### config.mk
export PLATFORM = sky130hd
export DESIGN_NAME = gamepadAdapter
export DESIGN_NICKNAME = d
export VERILOG_FILES = /design/src/rtl/gamepadPkg.sv /design/src/rtl/padReportIf.sv /design/src/rtl/busReadPort.sv /design/src/rtl/gamepadAdapter.sv /design/src/rtl/nesPadReader.sv /design/src/rtl/padStateStore.sv /design/src/rtl/randomSource.sv
export SDC_FILE = /design/constraint.sdc
export NUM_CORES = 1
export LEC_CHECK = 0
export ABC_AREA = 1
export ABC_CLOCK_PERIOD_IN_PS = 3900
export BUFFER_PORTS_ARGS = -buffer_cell sky130_fd_sc_hd__buf_2
export CAP_MARGIN = 20
export CELL_PAD_IN_SITES_DETAIL_PLACEMENT = 0
export CELL_PAD_IN_SITES_GLOBAL_PLACEMENT = 2
export CORE_AREA = 3 3 89 91
export CTS_CLUSTER_SIZE = 14
export DETAILED_ROUTE_END_ITERATION = 10
export DIE_AREA = 0 0 92 94
export PLACE_DENSITY = 0.9
export SYNTH_ARGS = -nofsm -noshare
export SYNTH_HDL_FRONTEND = slang
export SYNTH_SLANG_ARGS = --single-unit
### constraint.sdc
create_clock -name clk -period 3.9 [get_ports clk]
set_input_delay 0.78 -clock clk [delete_from_list [all_inputs] [get_ports clk]]
set_output_delay 0.78 -clock clk [all_outputs]
set_load 0.05 [all_outputs]
### src/rtl/gamepadPkg.sv
// gamepad package: report width, button word union, pad id and read source enums.
`default_nettype none

package gamepadPkg;

    localparam int BUTTON_COUNT = 8;  // bits in one nes report.

    // one button word, seen as the raw byte or as named buttons.
    // a sits in bit 0 since the pad shifts it out first.
    typedef union packed {
        logic [BUTTON_COUNT-1:0] raw;
        struct packed {
            logic right;
            logic left;
            logic down;
            logic up;
            logic start;
            logic select;
            logic b;
            logic a;
        } button;
    } padButtons_u;

    typedef enum logic {
        PAD1,
        PAD2
    } padId_e;

    // bus read source, after enable priority.
    typedef enum logic [1:0] {
        SRC_NONE,
        SRC_PAD1,
        SRC_PAD2,
        SRC_RANDOM
    } readSource_e;

endpackage

`default_nettype wire

### src/rtl/padReportIf.sv
// pad report interface: valid/ready handshake with pad id and button word.
`default_nettype none

interface padReportIf;

    import gamepadPkg::*;

    logic        valid;
    logic        ready;
    padId_e      pad;      // which pad this report belongs to.
    padButtons_u buttons;  // pressed = 1.

    // reader side.
    modport source (output valid, output pad, output buttons, input ready);

    // store side.
    modport sink (input valid, input pad, input buttons, output ready);

endinterface

`default_nettype wire

### src/rtl/busReadPort.sv
// bus read port: output enable priority decode and registered read byte.
`default_nettype none

module busReadPort (
    input  logic                    clk,
    input  logic                    rst,
    input  logic                    oePad1N,
    input  logic                    oePad2N,
    input  logic                    oeRandomN,
    input  gamepadPkg::padButtons_u pad1State,
    input  gamepadPkg::padButtons_u pad2State,
    input  logic [7:0]              randomValue,
    output logic                    readingPad,
    output logic                    randomAdvance,
    output logic [7:0]              q,
    output logic                    qValid
);

    import gamepadPkg::*;

    readSource_e source;
    logic [7:0]  selected;

    // ------------------------------------------------------------------------
    // source decode
    // ------------------------------------------------------------------------
    // pad1 over pad2 over random.
    always_comb
    begin
        if (!oePad1N)
            source = SRC_PAD1;
        else if (!oePad2N)
            source = SRC_PAD2;
        else if (!oeRandomN)
            source = SRC_RANDOM;
        else
            source = SRC_NONE;
    end

    always_comb
    begin
        case (source)
            SRC_PAD1:   selected = pad1State.raw;
            SRC_PAD2:   selected = pad2State.raw;
            SRC_RANDOM: selected = randomValue;
            default:    selected = 8'd0;
        endcase
    end

    assign readingPad    = (source == SRC_PAD1) || (source == SRC_PAD2);
    assign randomAdvance = (source == SRC_RANDOM);  // lfsr steps on the same edge.

    // one cycle latency, q holds between reads.
    always_ff @(posedge clk)
    begin
        if (rst)
            qValid <= 1'b0;
        else
            qValid <= (source != SRC_NONE);
    end

    always_ff @(posedge clk)
    begin
        if (source != SRC_NONE)
            q <= selected;
    end

endmodule

`default_nettype wire

### src/rtl/gamepadAdapter.sv
// gamepad adapter top: pad reader, state store, random source and bus read port.
`default_nettype none

module gamepadAdapter #(
    parameter int         POLL_CYCLES     = 64,
    parameter int         HALF_BIT_CYCLES = 2,
    parameter logic [7:0] SEED_DEFAULT    = 8'd29
) (
    input  logic       clk,
    input  logic       rst,
    output logic       padLatch,
    output logic       padClk,
    input  logic       pad1Data,
    input  logic       pad2Data,
    input  logic       oePad1N,
    input  logic       oePad2N,
    input  logic       oeRandomN,
    output logic [7:0] q,
    output logic       qValid,
    input  logic       seedValid,
    input  logic [7:0] seed
);

    import gamepadPkg::*;

    padButtons_u pad1State;
    padButtons_u pad2State;
    logic [7:0]  randomValue;
    logic        readingPad;
    logic        randomAdvance;

    padReportIf report ();

    // ------------------------------------------------------------------------
    // pad side
    // ------------------------------------------------------------------------
    nesPadReader #(
        .POLL_CYCLES     (POLL_CYCLES),
        .HALF_BIT_CYCLES (HALF_BIT_CYCLES)
    ) u_nesPadReader (
        .clk      (clk),
        .rst      (rst),
        .padLatch (padLatch),
        .padClk   (padClk),
        .pad1Data (pad1Data),
        .pad2Data (pad2Data),
        .report   (report.source)
    );

    padStateStore u_padStateStore (
        .clk        (clk),
        .rst        (rst),
        .report     (report.sink),
        .readingPad (readingPad),
        .pad1State  (pad1State),
        .pad2State  (pad2State)
    );

    // ------------------------------------------------------------------------
    // bus side
    // ------------------------------------------------------------------------
    randomSource #(
        .SEED_DEFAULT (SEED_DEFAULT)
    ) u_randomSource (
        .clk       (clk),
        .rst       (rst),
        .advance   (randomAdvance),
        .seedValid (seedValid),
        .seed      (seed),
        .value     (randomValue)
    );

    busReadPort u_busReadPort (
        .clk           (clk),
        .rst           (rst),
        .oePad1N       (oePad1N),
        .oePad2N       (oePad2N),
        .oeRandomN     (oeRandomN),
        .pad1State     (pad1State),
        .pad2State     (pad2State),
        .randomValue   (randomValue),
        .readingPad    (readingPad),
        .randomAdvance (randomAdvance),
        .q             (q),
        .qValid        (qValid)
    );

endmodule

`default_nettype wire

### src/rtl/nesPadReader.sv
// nes pad reader: poll timer, latch and clock pulse generation, dual shift capture, send stage.
`default_nettype none

module nesPadReader #(
    parameter int POLL_CYCLES     = 64,
    parameter int HALF_BIT_CYCLES = 2
) (
    input  logic       clk,
    input  logic       rst,
    output logic       padLatch,
    output logic       padClk,
    input  logic       pad1Data,
    input  logic       pad2Data,
    padReportIf.source report
);

    import gamepadPkg::*;

    localparam int HALF_W = (HALF_BIT_CYCLES > 1) ? $clog2(HALF_BIT_CYCLES) : 1;
    localparam int POLL_W = (POLL_CYCLES > 1) ? $clog2(POLL_CYCLES) : 1;
    localparam int IDX_W  = $clog2(2 * BUTTON_COUNT);

    localparam logic [HALF_W-1:0] HALF_LAST = HALF_W'(HALF_BIT_CYCLES - 1);
    localparam logic [POLL_W-1:0] POLL_LAST = POLL_W'(POLL_CYCLES - 1);
    localparam logic [IDX_W-1:0]  IDX_LAST  = IDX_W'(2 * BUTTON_COUNT - 1);

    logic [POLL_W-1:0]       pollTimer;
    logic                    polling;
    logic [HALF_W-1:0]       halfCnt;   // cycles inside one half period.
    logic [IDX_W-1:0]        halfIdx;   // half period number within the poll.
    logic [BUTTON_COUNT-1:0] pad1Shift;
    logic [BUTTON_COUNT-1:0] pad2Shift;
    logic [1:0]              pending;   // bit 0 pad1, bit 1 pad2.
    logic                    endOfHalf;
    logic                    sampleNow;
    logic                    pollDone;
    logic                    startPoll;
    logic                    reportFire;

    // ------------------------------------------------------------------------
    // poll sequencing
    // ------------------------------------------------------------------------
    // half periods 0 and 1 hold the latch, then even ones carry a clock pulse.
    // a bit is taken at latch fall and at each clock fall.
    always_comb
    begin
        endOfHalf  = polling && (halfCnt == HALF_LAST);
        sampleNow  = endOfHalf && ((halfIdx == IDX_W'(1)) || (halfIdx != '0 && !halfIdx[0]));
        pollDone   = endOfHalf && (halfIdx == IDX_LAST);
        startPoll  = !polling && (pending == 2'b00) && (pollTimer == POLL_LAST);
        reportFire = report.valid && report.ready;
    end

    // saturates while busy, so a stalled send stretches the period.
    always_ff @(posedge clk)
    begin
        if (rst)
            pollTimer <= '0;
        else if (startPoll)
            pollTimer <= '0;
        else if (pollTimer != POLL_LAST)
            pollTimer <= pollTimer + 1'b1;
    end

    always_ff @(posedge clk)
    begin
        if (rst)
        begin
            polling  <= 1'b0;
            halfCnt  <= '0;
            halfIdx  <= '0;
            padLatch <= 1'b0;
            padClk   <= 1'b0;
        end
        else if (startPoll)
        begin
            polling  <= 1'b1;
            halfCnt  <= '0;
            halfIdx  <= '0;
            padLatch <= 1'b1;
        end
        else if (endOfHalf)
        begin
            halfCnt  <= '0;
            halfIdx  <= halfIdx + 1'b1;
            padLatch <= (halfIdx == '0);         // still high for half 1.
            padClk   <= halfIdx[0] && !pollDone; // rises into even halves.
            if (pollDone)
                polling <= 1'b0;
        end
        else if (polling)
            halfCnt <= halfCnt + 1'b1;
    end

    // pad lines are active low, first bit ends up in bit 0.
    always_ff @(posedge clk)
    begin
        if (sampleNow)
        begin
            pad1Shift <= {~pad1Data, pad1Shift[BUTTON_COUNT-1:1]};
            pad2Shift <= {~pad2Data, pad2Shift[BUTTON_COUNT-1:1]};
        end
    end

    // ------------------------------------------------------------------------
    // send stage
    // ------------------------------------------------------------------------
    always_ff @(posedge clk)
    begin
        if (rst)
            pending <= 2'b00;
        else if (pollDone)
            pending <= 2'b11;
        else if (reportFire)
            pending <= pending[0] ? 2'b10 : 2'b00;  // pad1 goes first.
    end

    assign report.valid       = (pending != 2'b00);
    assign report.pad         = pending[0] ? PAD1 : PAD2;
    assign report.buttons.raw = pending[0] ? pad1Shift : pad2Shift;

endmodule

`default_nettype wire

### src/rtl/padStateStore.sv
// pad state store: d-pad filter and latest button state per pad.
`default_nettype none

module padStateStore (
    input  logic                    clk,
    input  logic                    rst,
    padReportIf.sink                report,
    input  logic                    readingPad,
    output gamepadPkg::padButtons_u pad1State,
    output gamepadPkg::padButtons_u pad2State
);

    import gamepadPkg::*;

    padButtons_u filtered;
    logic        accept;

    // hold off updates while a bus read samples a pad.
    assign report.ready = !readingPad;
    assign accept       = report.valid && report.ready;

    // ------------------------------------------------------------------------
    // d-pad filter
    // ------------------------------------------------------------------------
    // opposite directions at once cannot happen on a real pad.
    always_comb
    begin
        filtered = report.buttons;
        if (filtered.button.up && filtered.button.down)
        begin
            filtered.button.up   = 1'b0;
            filtered.button.down = 1'b0;
        end
        if (filtered.button.left && filtered.button.right)
        begin
            filtered.button.left  = 1'b0;
            filtered.button.right = 1'b0;
        end
    end

    always_ff @(posedge clk)
    begin
        if (rst)
        begin
            pad1State <= '0;
            pad2State <= '0;
        end
        else if (accept)
        begin
            if (report.pad == PAD1)
                pad1State <= filtered;
            else
                pad2State <= filtered;  // visible to reads next cycle.
        end
    end

endmodule

`default_nettype wire

### src/rtl/randomSource.sv
// random source: seedable 8-bit fibonacci lfsr, taps 8 6 5 4.
`default_nettype none

module randomSource #(
    parameter logic [7:0] SEED_DEFAULT = 8'd29
) (
    input  logic       clk,
    input  logic       rst,
    input  logic       advance,
    input  logic       seedValid,
    input  logic [7:0] seed,
    output logic [7:0] value
);

    logic       feedback;
    logic       seedOk;
    logic [7:0] nextValue;

    // taps counted from 1, so tap 8 is bit 7.
    assign feedback  = value[7] ^ value[5] ^ value[4] ^ value[3];
    assign nextValue = {value[6:0], feedback};

    // an all-zero state would lock up.
    assign seedOk = seedValid && (seed != 8'd0);

    always_ff @(posedge clk)
    begin
        if (rst)
            value <= SEED_DEFAULT;
        else if (seedOk)
            value <= seed;       // seed load wins over a read.
        else if (advance)
            value <= nextValue;  // one step per random read.
    end

endmodule

`default_nettype wire

==> impl_metrics.py <==
metrics = {
    "status": {
        "status": "completed",
    },
    "logic_synthesis": {
        "synthFlopType": "dfxtp_1",
        "synth_cell_type_count": 35,
        "syn_area_per_cell_um2": 9.00,
        "synthCells": 311,
        "synth-async-reset-ratio_pct": 0,
        "synth-edff-count": 24,
        "ys_ff_latch": 65,
        "synth_warnings": 0,
        "mappedNetlistArea_um2": 2800,
        "syn_nets": 331,
        "seq_area_frac_synth_pct": 55.0,
    },
    "layout": {
        "final_cell_mix": "nand2_1, dfxtp_1, a21oi_1, buf_2, inv_1",
        "areaGrowthSynthToFinish_pct": 13.8,
        "layout-drive-gt1-share_pct": 18.7,
        "final_common_cell": "nand2_1",
        "fin_util_pct": 44.2,
        "fillers": 747,
        "antenna_cells": 0,
        "nets": 363,
        "fin_cells": 447,
    },
    "clock_tree": {
        "cts_tree": "yes",
        "htreeDepth": 3,
        "cts_buffer_depth": 2,
        "cts_setup_buffers": 0,
        "cts_buffers": 9,
        "clkTransAtPathRegs_ns": 0.07,
        "post_cts_resized": 0,
        "cts_hold_buf": 0,
        "cts_sinks": 65,
        "worstSkewPairLatency_ns": 0.34,
        "cts_root_buf": "clkbuf_8",
    },
    "critical_path": {
        "required_ns": 3.12,
        "crit_path_max_incr_delay_ns": 0.39,
        "criticalPathCategory": "reg -> out",
        "cp_cell_sequence": "buf_2",
        "cp.buffers_inverters": 1,
        "arrival_ns": 0.95,
        "crit_start": "u_busReadPort.q[7]$_DFFE_PP_",
        "critical-path-top-delay-family": "flip-flops",
        "r2r-start": "u_nesPadReader.pollTimer[0]$_SDFFE_PP0P_",
        "r2r_setup_slack_ns": 2.30,
        "reg2reg_depth": 6,
        "slowest_stage": "edfxtp_1",
        "start_kind": "register",
        "worstSetupEndpointType": "primary output",
        "rr_endpoint": "u_nesPadReader.pollTimer[5]$_SDFFE_PP0P_",
        "crit_fanout": 1,
    },
    "route": {
        "num_vias": 2108,
        "drc": 0,
        "dr.pass1.iters": 4,
        "routed_via_density": 4.72,
        "drt_iter0_drc": 110,
        "postRouteWirelength_mm": 5.60,
        "wire_per_inst_um": 12.5,
        "final_antenna_net_count": 0,
    },
    "sta": {
        "drv_slew": 0,
        "setup_slack_ns": 2.17,
        "clock_skew_ns": 0.0108,
        "min_period_over_period_pct": 44.4,
        "setup_tns_ns": 0,
        "relSlewSlack_pct": 66.4,
        "max_freq_mhz": 577,
        "setup_viol": 0,
        "rsz0062_at_grt": "false",
        "worst_pin_slew_ns": 0.504,
        "layout_min_cycle_time_ns": 1.73,
        "hold_violations": 0,
    },
    "grt": {
        "grt_pass1_vias": 2086,
        "grt_usage_pct": 14.3,
        "grt_pass1_wl_mm": 9.66,
        "grt_overflow": 0,
        "antenna_found_initial": 0,
        "grt_max_degree": 23,
    },
    "placement": {
        "portBuffers": 26,
        "globalplace.congestion": 0.743,
        "pre_cts_ws_ns": 1.92,
        "dp_hpwl_mm": 4.05,
        "dp_cells": 431,
    },
    "hold_path": {
        "min_path_cells": 0,
        "min_path_type": "reg -> reg",
        "min_to": "u_nesPadReader.pad1Shift[4]$_DFFE_PP_",
        "min_from": "u_nesPadReader.pad1Shift[5]$_DFFE_PP_",
    },
    "power": {
        "vdd_drop_max_mv": 0.144,
        "total_power_mw": 1.29,
        "p_per_area_nw_per_um2": 406,
        "p_leak_nw": 1.29,
    },
    "floorplanning": {
        "die_y_um": 94,
        "dieArea_um2": 8650,
        "coreArea_um2": 7210,
        "die-width_um": 92,
        "rows": 31,
        "ioPinCount": 27,
        "initial_utilization_pct": 38.8,
    },
    "run": {
        "cap_violations": 0,
    },
}
per-stage QoR:
| step | instance area [um2] | hold slack [ns] |
|---|---|---|
| global placement | 3030 | 0.424 |
| detailed placement | 3030 | 0.431 |
| global route | 3190 | 0.455 |
| CTS | 3190 | 0.447 |
| floorplan | 2800 | 0.419 |
| finish | 3190 | 0.444 |
final cells by class:
type / count / area (um2) / area share, %
Clock buffer: 9 / 124 / 3.89
Clock inverter: 7 / 36.3 / 1.14
Inverter: 34 / 130 / 4.08
Multi-Input combinational cell: 206 / 1090 / 34.3
Sequential cell: 65 / 1540 / 48.4
Tap cell: 99 / 124 / 3.89
Timing Repair Buffer: 27 / 138 / 4.32
worst max path at each step:
stage,cells after the start,endpoint,slack [ns]
floorplan,5,u_nesPadReader.pad1Shift[0]$_DFFE_PP_,1.55
global placement,7,u_randomSource.value[3]$_SDFFE_PP1P_,1.92
detailed placement,7,u_randomSource.value[2]$_SDFFE_PP1P_,1.92
CTS,1,q[7],2.15
global route,6,u_nesPadReader.pollTimer[3]$_SDFFE_PP0P_,2.09
finish,1,q[7],2.17
sequential cells by signal, summed over array words and instances, names as in the netlist:
name	count
u_nesPadReader.halfCnt	1
u_padStateStore.pad2State	8
u_padStateStore.pad1State	8
u_randomSource.value	8
u_nesPadReader.polling	1
u_nesPadReader.pending	2
u_nesPadReader.pad1Shift	8
u_nesPadReader.pollTimer	6
u_busReadPort.qValid	1
u_nesPadReader.pad2Shift	8
u_nesPadReader.padLatch	1
u_busReadPort.q	8
u_nesPadReader.halfIdx	4
u_nesPadReader.padClk	1
synthesized netlist by cell type (2+ instances only):
cell | instances | area, um2
a21oi_1 | 26 | 130
a21oi_2 | 3 | 26.3
buf_2 | 2 | 10.0
clkbuf_1 | 2 | 7.51
clkinv_2 | 2 | 10.0
dfxtp_1 | 41 | 821
edfxtp_1 | 24 | 721
ha_1 | 4 | 50.1
inv_1 | 25 | 93.8
inv_2 | 7 | 26.3
nand2_1 | 73 | 274
nand3_1 | 23 | 115
nand3_2 | 4 | 40.0
nor2_1 | 13 | 48.8
nor2_2 | 2 | 12.5
nor3_1 | 4 | 20.0
o211ai_1 | 5 | 37.5
o21ai_0 | 16 | 80.1
o21ai_1 | 11 | 55.1
o221ai_1 | 4 | 35.0
or2_0 | 5 | 31.3
xor2_1 | 2 | 17.5
per-layer routing:
layer  vias to the layer above  GRT usage, %  routed length, um
li1                       1115             -                  -
met1                       954          18.6               2730
met2                        32          21.9               2540
met3                         7          4.97                255
met4                         0          5.69                 68
met5                         -             0                  0
kinds of logic (layout without fill, tap and decap cells):
group                    count (synthesis)  count (layout)  synth area share [%]
flip-flops                              65              65                  55.0
AO/OA/AOI/OAI                           68              68                  14.1
XOR/XNOR                                 3               3                 0.939
AND/OR/NAND/NOR                        131             131                  22.2
adder cells (fa/ha/maj)                  4               4                  1.79
buffers and inverters                   40              77                  5.94
where the power goes:
part | switching [mW] | internal [mW] | total (mW)
combinational | 0.0661 | 0.0289 | 0.0950
clock | 0.253 | 0.223 | 0.476
sequential | 0.00933 | 0.714 | 0.723
total | 0.328 | 0.966 | 1.29
(Power assumes the default switching activity.)
